<file path="src/hw/csa_pkg.sv">
package csa_pkg;

	// input side, one bus word per FIFO entry
	localparam int axi_data_width = 32;

	localparam int byte_width = 8;

	// the adder stage takes five bytes per operand word
	localparam int csa_in_bytes = 5;

	localparam int out_data_width = byte_width * csa_in_bytes;

	// five input words and four output words both hold 160 bits
	localparam int group_in_words = 5;
	localparam int group_out_words = 4;

	typedef logic [axi_data_width-1:0] in_word_t;

	typedef logic [out_data_width-1:0] csa_word_t;

endpackage

</file>
<file path="src/hw/csa_feed_top.sv">
`timescale 1ns/1ps

module csa_feed_top #(
	parameter int fifo_depth = 64
) (
	input  logic                axis_s_rclk,
	input  logic                rst_n,

	input  logic                in_wen,
	input  csa_pkg::in_word_t   in_wdata,
	output logic                in_error_full,

	input  logic                out_ren,
	output csa_pkg::csa_word_t  out_rdata,
	output logic                out_r_ready,
	output logic                out_error_full,
	output logic                out_error_empty
);

	logic fill_ready;
	logic fill_ren;
	csa_pkg::in_word_t fill_rdata;

	logic pack_wen;
	csa_pkg::csa_word_t pack_wdata;

	// ready once a whole group of input words is waiting
	word_fifo #(
		.payload_t  (csa_pkg::in_word_t),
		.fifo_depth (fifo_depth),
		.bulk_size  (csa_pkg::group_in_words)
	) in_fifo (
		.axis_s_rclk (axis_s_rclk),
		.rst_n       (rst_n),
		.wen         (in_wen),
		.wdata       (in_wdata),
		.ren         (fill_ren),
		.rdata       (fill_rdata),
		.r_ready     (fill_ready),
		.error_full  (in_error_full),
		.error_empty () // converter never reads below five words
	);

	width_converter converter (
		.axis_s_rclk (axis_s_rclk),
		.rst_n       (rst_n),
		.fill_ready  (fill_ready),
		.fill_ren    (fill_ren),
		.fill_rdata  (fill_rdata),
		.pack_wen    (pack_wen),
		.pack_wdata  (pack_wdata)
	);

	word_fifo #(
		.payload_t  (csa_pkg::csa_word_t),
		.fifo_depth (fifo_depth),
		.bulk_size  (1)
	) out_fifo (
		.axis_s_rclk (axis_s_rclk),
		.rst_n       (rst_n),
		.wen         (pack_wen),
		.wdata       (pack_wdata),
		.ren         (out_ren),
		.rdata       (out_rdata),
		.r_ready     (out_r_ready),
		.error_full  (out_error_full),
		.error_empty (out_error_empty)
	);

endmodule

</file>
<file path="src/hw/width_converter.sv">
`timescale 1ns/1ps

module width_converter (
	input  logic                axis_s_rclk,
	input  logic                rst_n,
	input  logic                fill_ready,
	output logic                fill_ren,
	input  csa_pkg::in_word_t   fill_rdata,
	output logic                pack_wen,
	output csa_pkg::csa_word_t  pack_wdata
);

	localparam int group_width = csa_pkg::group_in_words * csa_pkg::axi_data_width;
	localparam int rd_idx_w = $clog2(csa_pkg::group_in_words);
	localparam int wr_idx_w = $clog2(csa_pkg::group_out_words);

	typedef enum logic [1:0] {
		g_idle,
		g_capture,
		g_wait
	} gather_state_t;

	typedef enum logic {
		e_idle,
		e_write
	} emit_state_t;

	gather_state_t gather_state;
	emit_state_t emit_state;

	logic [group_width-1:0] buffer_q; // five input words, word 0 lowest
	logic [rd_idx_w-1:0] rd_idx;
	logic group_valid; // one-cycle handover pulse

	csa_pkg::csa_word_t slice_q [csa_pkg::group_out_words];
	logic [wr_idx_w-1:0] wr_idx;
	logic emit_busy;

	// held high from the latch edge until the fourth word is written
	assign emit_busy = (emit_state != e_idle);

	// gather side
	always_ff @(posedge axis_s_rclk) begin
		if (!rst_n) begin
			gather_state <= g_idle;
			fill_ren <= 1'b0;
			rd_idx <= '0;
			group_valid <= 1'b0;
		end else begin
			group_valid <= 1'b0;
			case (gather_state)
				g_idle: begin
					if (fill_ready) begin
						fill_ren <= 1'b1;
						rd_idx <= '0;
						gather_state <= g_capture;
					end
				end
				g_capture: begin
					// FIFO pops on this same edge
					if (rd_idx == rd_idx_w'(csa_pkg::group_in_words - 1)) begin
						fill_ren <= 1'b0;
						rd_idx <= '0;
						gather_state <= g_wait;
					end else begin
						rd_idx <= rd_idx + 1'b1;
					end
				end
				g_wait: begin
					if (!emit_busy) begin
						group_valid <= 1'b1;
						gather_state <= g_idle;
					end
				end
				default: begin
					gather_state <= g_idle;
				end
			endcase
		end
	end

	// group buffer
	always_ff @(posedge axis_s_rclk) begin
		if (gather_state == g_capture) begin
			buffer_q[rd_idx * csa_pkg::axi_data_width +: csa_pkg::axi_data_width] <= fill_rdata;
		end
	end

	// emit side
	always_ff @(posedge axis_s_rclk) begin
		if (!rst_n) begin
			emit_state <= e_idle;
			wr_idx <= '0;
			pack_wen <= 1'b0;
		end else begin
			pack_wen <= 1'b0;
			case (emit_state)
				e_idle: begin
					if (group_valid) begin
						wr_idx <= '0;
						emit_state <= e_write;
					end
				end
				e_write: begin
					pack_wen <= 1'b1;
					if (wr_idx == wr_idx_w'(csa_pkg::group_out_words - 1)) begin
						wr_idx <= '0;
						emit_state <= e_idle;
					end else begin
						wr_idx <= wr_idx + 1'b1;
					end
				end
				default: begin
					emit_state <= e_idle;
				end
			endcase
		end
	end

	// slice latch frees the group buffer for the next gather
	always_ff @(posedge axis_s_rclk) begin
		if (emit_state == e_idle && group_valid) begin
			for (int i = 0; i < csa_pkg::group_out_words; i++) begin
				slice_q[i] <= buffer_q[i * csa_pkg::out_data_width +: csa_pkg::out_data_width];
			end
		end
	end

	// output word, lowest slice first
	always_ff @(posedge axis_s_rclk) begin
		if (emit_state == e_write) begin
			pack_wdata <= slice_q[wr_idx];
		end
	end

endmodule

</file>
<file path="src/hw/word_fifo.sv">
`timescale 1ns/1ps

module word_fifo #(
	parameter type payload_t = logic [31:0],
	parameter int fifo_depth = 64,
	parameter int bulk_size = 1
) (
	input  logic     axis_s_rclk,
	input  logic     rst_n,
	input  logic     wen,
	input  payload_t wdata,
	input  logic     ren,
	output payload_t rdata,
	output logic     r_ready,
	output logic     error_full,
	output logic     error_empty
);

	localparam int ptr_w = (fifo_depth > 1) ? $clog2(fifo_depth) : 1;
	localparam int cnt_w = $clog2(fifo_depth + 1);

	payload_t mem [fifo_depth];

	logic [ptr_w-1:0] wr_ptr;
	logic [ptr_w-1:0] rd_ptr;
	logic [cnt_w-1:0] count;

	logic full;
	logic empty;
	logic do_write;
	logic do_read;

	assign full = (count == cnt_w'(fifo_depth));
	assign empty = (count == '0);

	// misused strobes are dropped
	assign do_write = wen && !full;
	assign do_read = ren && !empty;

	assign rdata = mem[rd_ptr]; // show-ahead head word
	assign r_ready = (count >= cnt_w'(bulk_size)); // enough words for one burst

	// storage
	always_ff @(posedge axis_s_rclk) begin
		if (do_write) begin
			mem[wr_ptr] <= wdata;
		end
	end

	// write pointer
	always_ff @(posedge axis_s_rclk) begin
		if (!rst_n) begin
			wr_ptr <= '0;
		end else if (do_write) begin
			if (wr_ptr == ptr_w'(fifo_depth - 1)) begin
				wr_ptr <= '0; // wrap
			end else begin
				wr_ptr <= wr_ptr + 1'b1;
			end
		end
	end

	// read pointer
	always_ff @(posedge axis_s_rclk) begin
		if (!rst_n) begin
			rd_ptr <= '0;
		end else if (do_read) begin
			if (rd_ptr == ptr_w'(fifo_depth - 1)) begin
				rd_ptr <= '0;
			end else begin
				rd_ptr <= rd_ptr + 1'b1;
			end
		end
	end

	// occupancy
	always_ff @(posedge axis_s_rclk) begin
		if (!rst_n) begin
			count <= '0;
		end else begin
			case ({do_write, do_read})
				2'b10: begin
					count <= count + 1'b1;
				end
				2'b01: begin
					count <= count - 1'b1;
				end
				default: begin
					count <= count; // idle, or push and pop together
				end
			endcase
		end
	end

	// sticky misuse flags, cleared only by reset
	always_ff @(posedge axis_s_rclk) begin
		if (!rst_n) begin
			error_full <= 1'b0;
			error_empty <= 1'b0;
		end else begin
			if (wen && full) begin
				error_full <= 1'b1;
			end
			if (ren && empty) begin
				error_empty <= 1'b1;
			end
		end
	end

endmodule

</file>
<file path="config.mk">
export PLATFORM = sky130hd
export DESIGN_NAME = csa_feed_top
export DESIGN_NICKNAME = d
export VERILOG_FILES = /design/src/hw/csa_pkg.sv /design/src/hw/csa_feed_top.sv /design/src/hw/width_converter.sv /design/src/hw/word_fifo.sv
export SDC_FILE = /design/constraint.sdc
export NUM_CORES = 2
export LEC_CHECK = 0
export BUFFER_PORTS_ARGS = -buffer_cell sky130_fd_sc_hd__clkbuf_2
export CAP_MARGIN = 20
export CELL_PAD_IN_SITES_DETAIL_PLACEMENT = 1
export CELL_PAD_IN_SITES_GLOBAL_PLACEMENT = 1
export CORE_AREA = 3 3 743 745
export DETAILED_ROUTE_END_ITERATION = 12
export DIE_AREA = 0 0 746 748
export PLACE_DENSITY_LB_ADDON = 0.25
export SETUP_SLACK_MARGIN = 0.3
export SLEW_MARGIN = 15
export SYNTH_ARGS = -nofsm -noshare
export SYNTH_HDL_FRONTEND = slang
export SYNTH_MEMORY_MAX_BITS = 65536
export SYNTH_SLANG_ARGS = --single-unit
</file>
<file path="constraint.sdc">
create_clock -name axis_s_rclk -period 10.1 [get_ports axis_s_rclk]
set_clock_uncertainty 0.1 [all_clocks]
set_input_delay 3.03 -clock axis_s_rclk [delete_from_list [all_inputs] [get_ports axis_s_rclk]]
set_output_delay 3.03 -clock axis_s_rclk [all_outputs]
set_load 0.03 [all_outputs]
</file>
==> reports/qor.csv <==
metric;value;unit
# fillers;50500;
Final #Nets;8503;
largest net degree at the start of global routing;138;
CTS tree;done;
Post-synth ARST share;0;%
Worst Setup Start Kind;flip-flop;
drt initial violations;10500;
All-Layer GR Usage;18.9;%
max-cap violations;0;
dpl hpwl;287;mm
Syn Std Cell Area;191000;um2
pwr dens;210;nW/um2
vias per cell;5.51;
CP dominant cell by count;mux4_2;
CP Cell Sequence;buf_12 -> buf_4 -> mux4_2 -> mux4_2 -> o22ai_1 -> nor2_1 -> clkbuf_2;
Min Clock Period, post-route;8.15;ns
met2 routed WL;274;mm
period utilisation layout;80.7;%
CP endpoint kind;primary output;
relative slew slack;18.7;%
final hold violations;0;
RSZ-0062 raised after global routing;no;
slowest CP cell;dfxtp_4;
Setup WS pre-CTS;3.03;ns
RePlAce Congestion;0.747;
Pre-antenna DRT Iters;5;
drc violations;0;
flops & latches, synth;5032;
pins over their slew limit;0;
Ports;80;
syn_nets;7971;
min-delay worst type;reg2reg;
WL final;540;mm
predominant post-synthesis flop cell;edfxtp_1;
FP Rows;271;
worst skew pair latency;1.05;ns
setup total negative slack;0;ns
most frequent cells in the layout;edfxtp_1 (4,968), mux4_2 (1,420), clkbuf_16 (547), buf_4 (302), nor2_1 (163);
multi-input logic area;39500;um2
max incr delay on CP;0.78;ns
Die Area;558000;um2
Util after Layout;40.2;%
leakage power;65.5;nW
number of post-CTS setup repair buffers;0;
Reg clk slew, reported paths;0.06;ns
CTS max path bufs;4;
Starting Density;35.0;%
Worst-Margin Slew;1.22;ns
first-pass GRT wire length;751;mm
Max VDD drop;186;uV
Die Ht;748;um
commonest non-fill, non-tap cell in the layout;edfxtp_1;
CP Max Fanout;117;
Yosys warnings;0;
Area Growth Syn to Fin;14.9;%
number of synthesized flops with an enable pin;4968;
CTS Root Cell;clkbuf_16;
status;finished clean;
Worst Slack Setup Final;1.95;ns
WL met3;29.7;mm
grt total ovfl;0;
Routed Antenna Nets;0;
post-synthesis sequential area ratio;78.9;%
Reg area;150000;um2
share of layout cells above drive strength 1;31.1;%
number of setup violations in the final report;0;
Distinct cells, synth;65;
DIE WIDTH;746;um
Worst EP arrival;5.02;ns
wire length on met1;222;mm
clk sink count;5032;
cts repair resizes;0;
H-tree Lvls;6;
Avg Cell Area, Syn;24.1;um2
# hold bufs at CTS;0;
vias post-DR;88700;
crit path kind;reg2out;
Fmax achieved;123;MHz
WL/cell;33.5;um
highest routed layer;met5;
Core ar.;545000;um2
Post-Synthesis Cells;7919;
CP required;6.97;ns
vias in the first global route;94100;
IO buf count;79;
CTS buffer count;531;
antenna violations before repair;21;
-- cell usage after synthesis (9+ instances only) --
master	number	share of area, %
edfxtp_1	4968	78
mux4_2	1420	17
nor2_1	299	0.59
clkbuf_1	247	0.49
mux2i_1	125	0.66
o22ai_1	125	0.41
buf_1	83	0.16
buf_2	78	0.20
nand2_1	74	0.15
dfxtp_1	64	0.67
a21oi_1	56	0.15
mux2_2	37	0.22
a22oi_1	29	0.11
nand3_1	26	0.068
o221ai_1	24	0.11
nor2b_1	23	0.075
inv_1	22	0.043
xor2_1	17	0.078
ha_1	16	0.10
a31oi_1	15	0.049
nand2b_1	15	0.049
o21ai_0	13	0.034
or3_1	10	0.033
a32oi_1	9	0.041
-- cell type report --
class | count | area share, %
Clock inverter | 277 | 1.09
Antenna cell | 7 | 0.00799
Inverter | 25 | 0.0497
Sequential cell | 5032 | 68.7
Clock buffer | 664 | 6.47
Multi-Input combinational cell | 2447 | 18.0
Timing Repair Buffer | 414 | 1.54
Tap cell | 7234 | 4.13
-- worst max-delay path: cells and delay by family (launching register included) --
kind                   cells  cell delay (ns)
buffers and inverters      3             1.56
muxes                      2             0.88
DFF                        1             0.78
AOI/OAI and AO/OA          1             0.43
and+or+nand+nor            1             0.14
-- final timing paths --
kind | from | slack, ns | to | depth (start not counted)
worst max-delay path | flip-flop | 1.95 | out_rdata[28] | 7
worst min-delay path | converter.buffer_q[99] | 0.30 | converter.slice_q[2][19] | 0
worst max register to register | flip-flop | 5.36 | converter.buffer_q[97] | 7
worst min register to register | converter.buffer_q[99] | 0.30 | converter.slice_q[2][19] | 0
-- routing by layer --
layer | track usage, % | up-vias
met3 | 2.52 | 783
met2 | 32.8 | 3006
met5 | 0 | -
met1 | 25.3 | 49600
li1 | - | 35300
met4 | 4.98 | 6
-- where the power goes --
group	leakage, nW	switching [mW]	internal (mW)
registers	45.5	0.0935	22.8
logic	11.9	2.09	2.13
clock network	8.10	8.14	10.7
total	65.5	10.3	35.7
-- sequential cells by signal, summed over array words and instances, names as in the netlist, 2 cells and up, named ones only --
name / cells
in_fifo.wr_ptr: 6
in_fifo.count: 7
converter.buffer_q: 160
converter.rd_idx: 3
converter.pack_wdata: 40
out_fifo.mem: 2560
converter.gather_state: 2
out_fifo.wr_ptr: 6
converter.slice_q: 160
out_fifo.rd_ptr: 6
converter.wr_idx: 2
out_fifo.count: 7
in_fifo.rd_ptr: 6
in_fifo.mem: 2048
-- through the flow --
step / cells / hold slack [ns] / area [um2] / power [mW]
finish: 16100 / 0.304 / 219000 / 46.0
global placement: 15100 / 0.302 / 202000 / 27.6
floorplan: 7919 / 0.300 / 191000 / 26.5
global route: 16100 / 0.308 / 219000 / 47.6
CTS: 16100 / 0.292 / 219000 / 46.5
detailed placement: 15100 / 0.306 / 202000 / 27.7
-- logic make-up after synthesis --
logic type | count (synthesis) | share of synthesized area [%]
buffers and inverters | 440 | 0.935
muxes | 1582 | 17.6
DFF | 5032 | 78.9
AOI/OAI and AO/OA | 317 | 1.11
xor gates and xnor gates | 25 | 0.115
adders and majority gates | 16 | 0.105
and+or+nand+nor | 507 | 1.18
(Power assumes the default switching activity.)
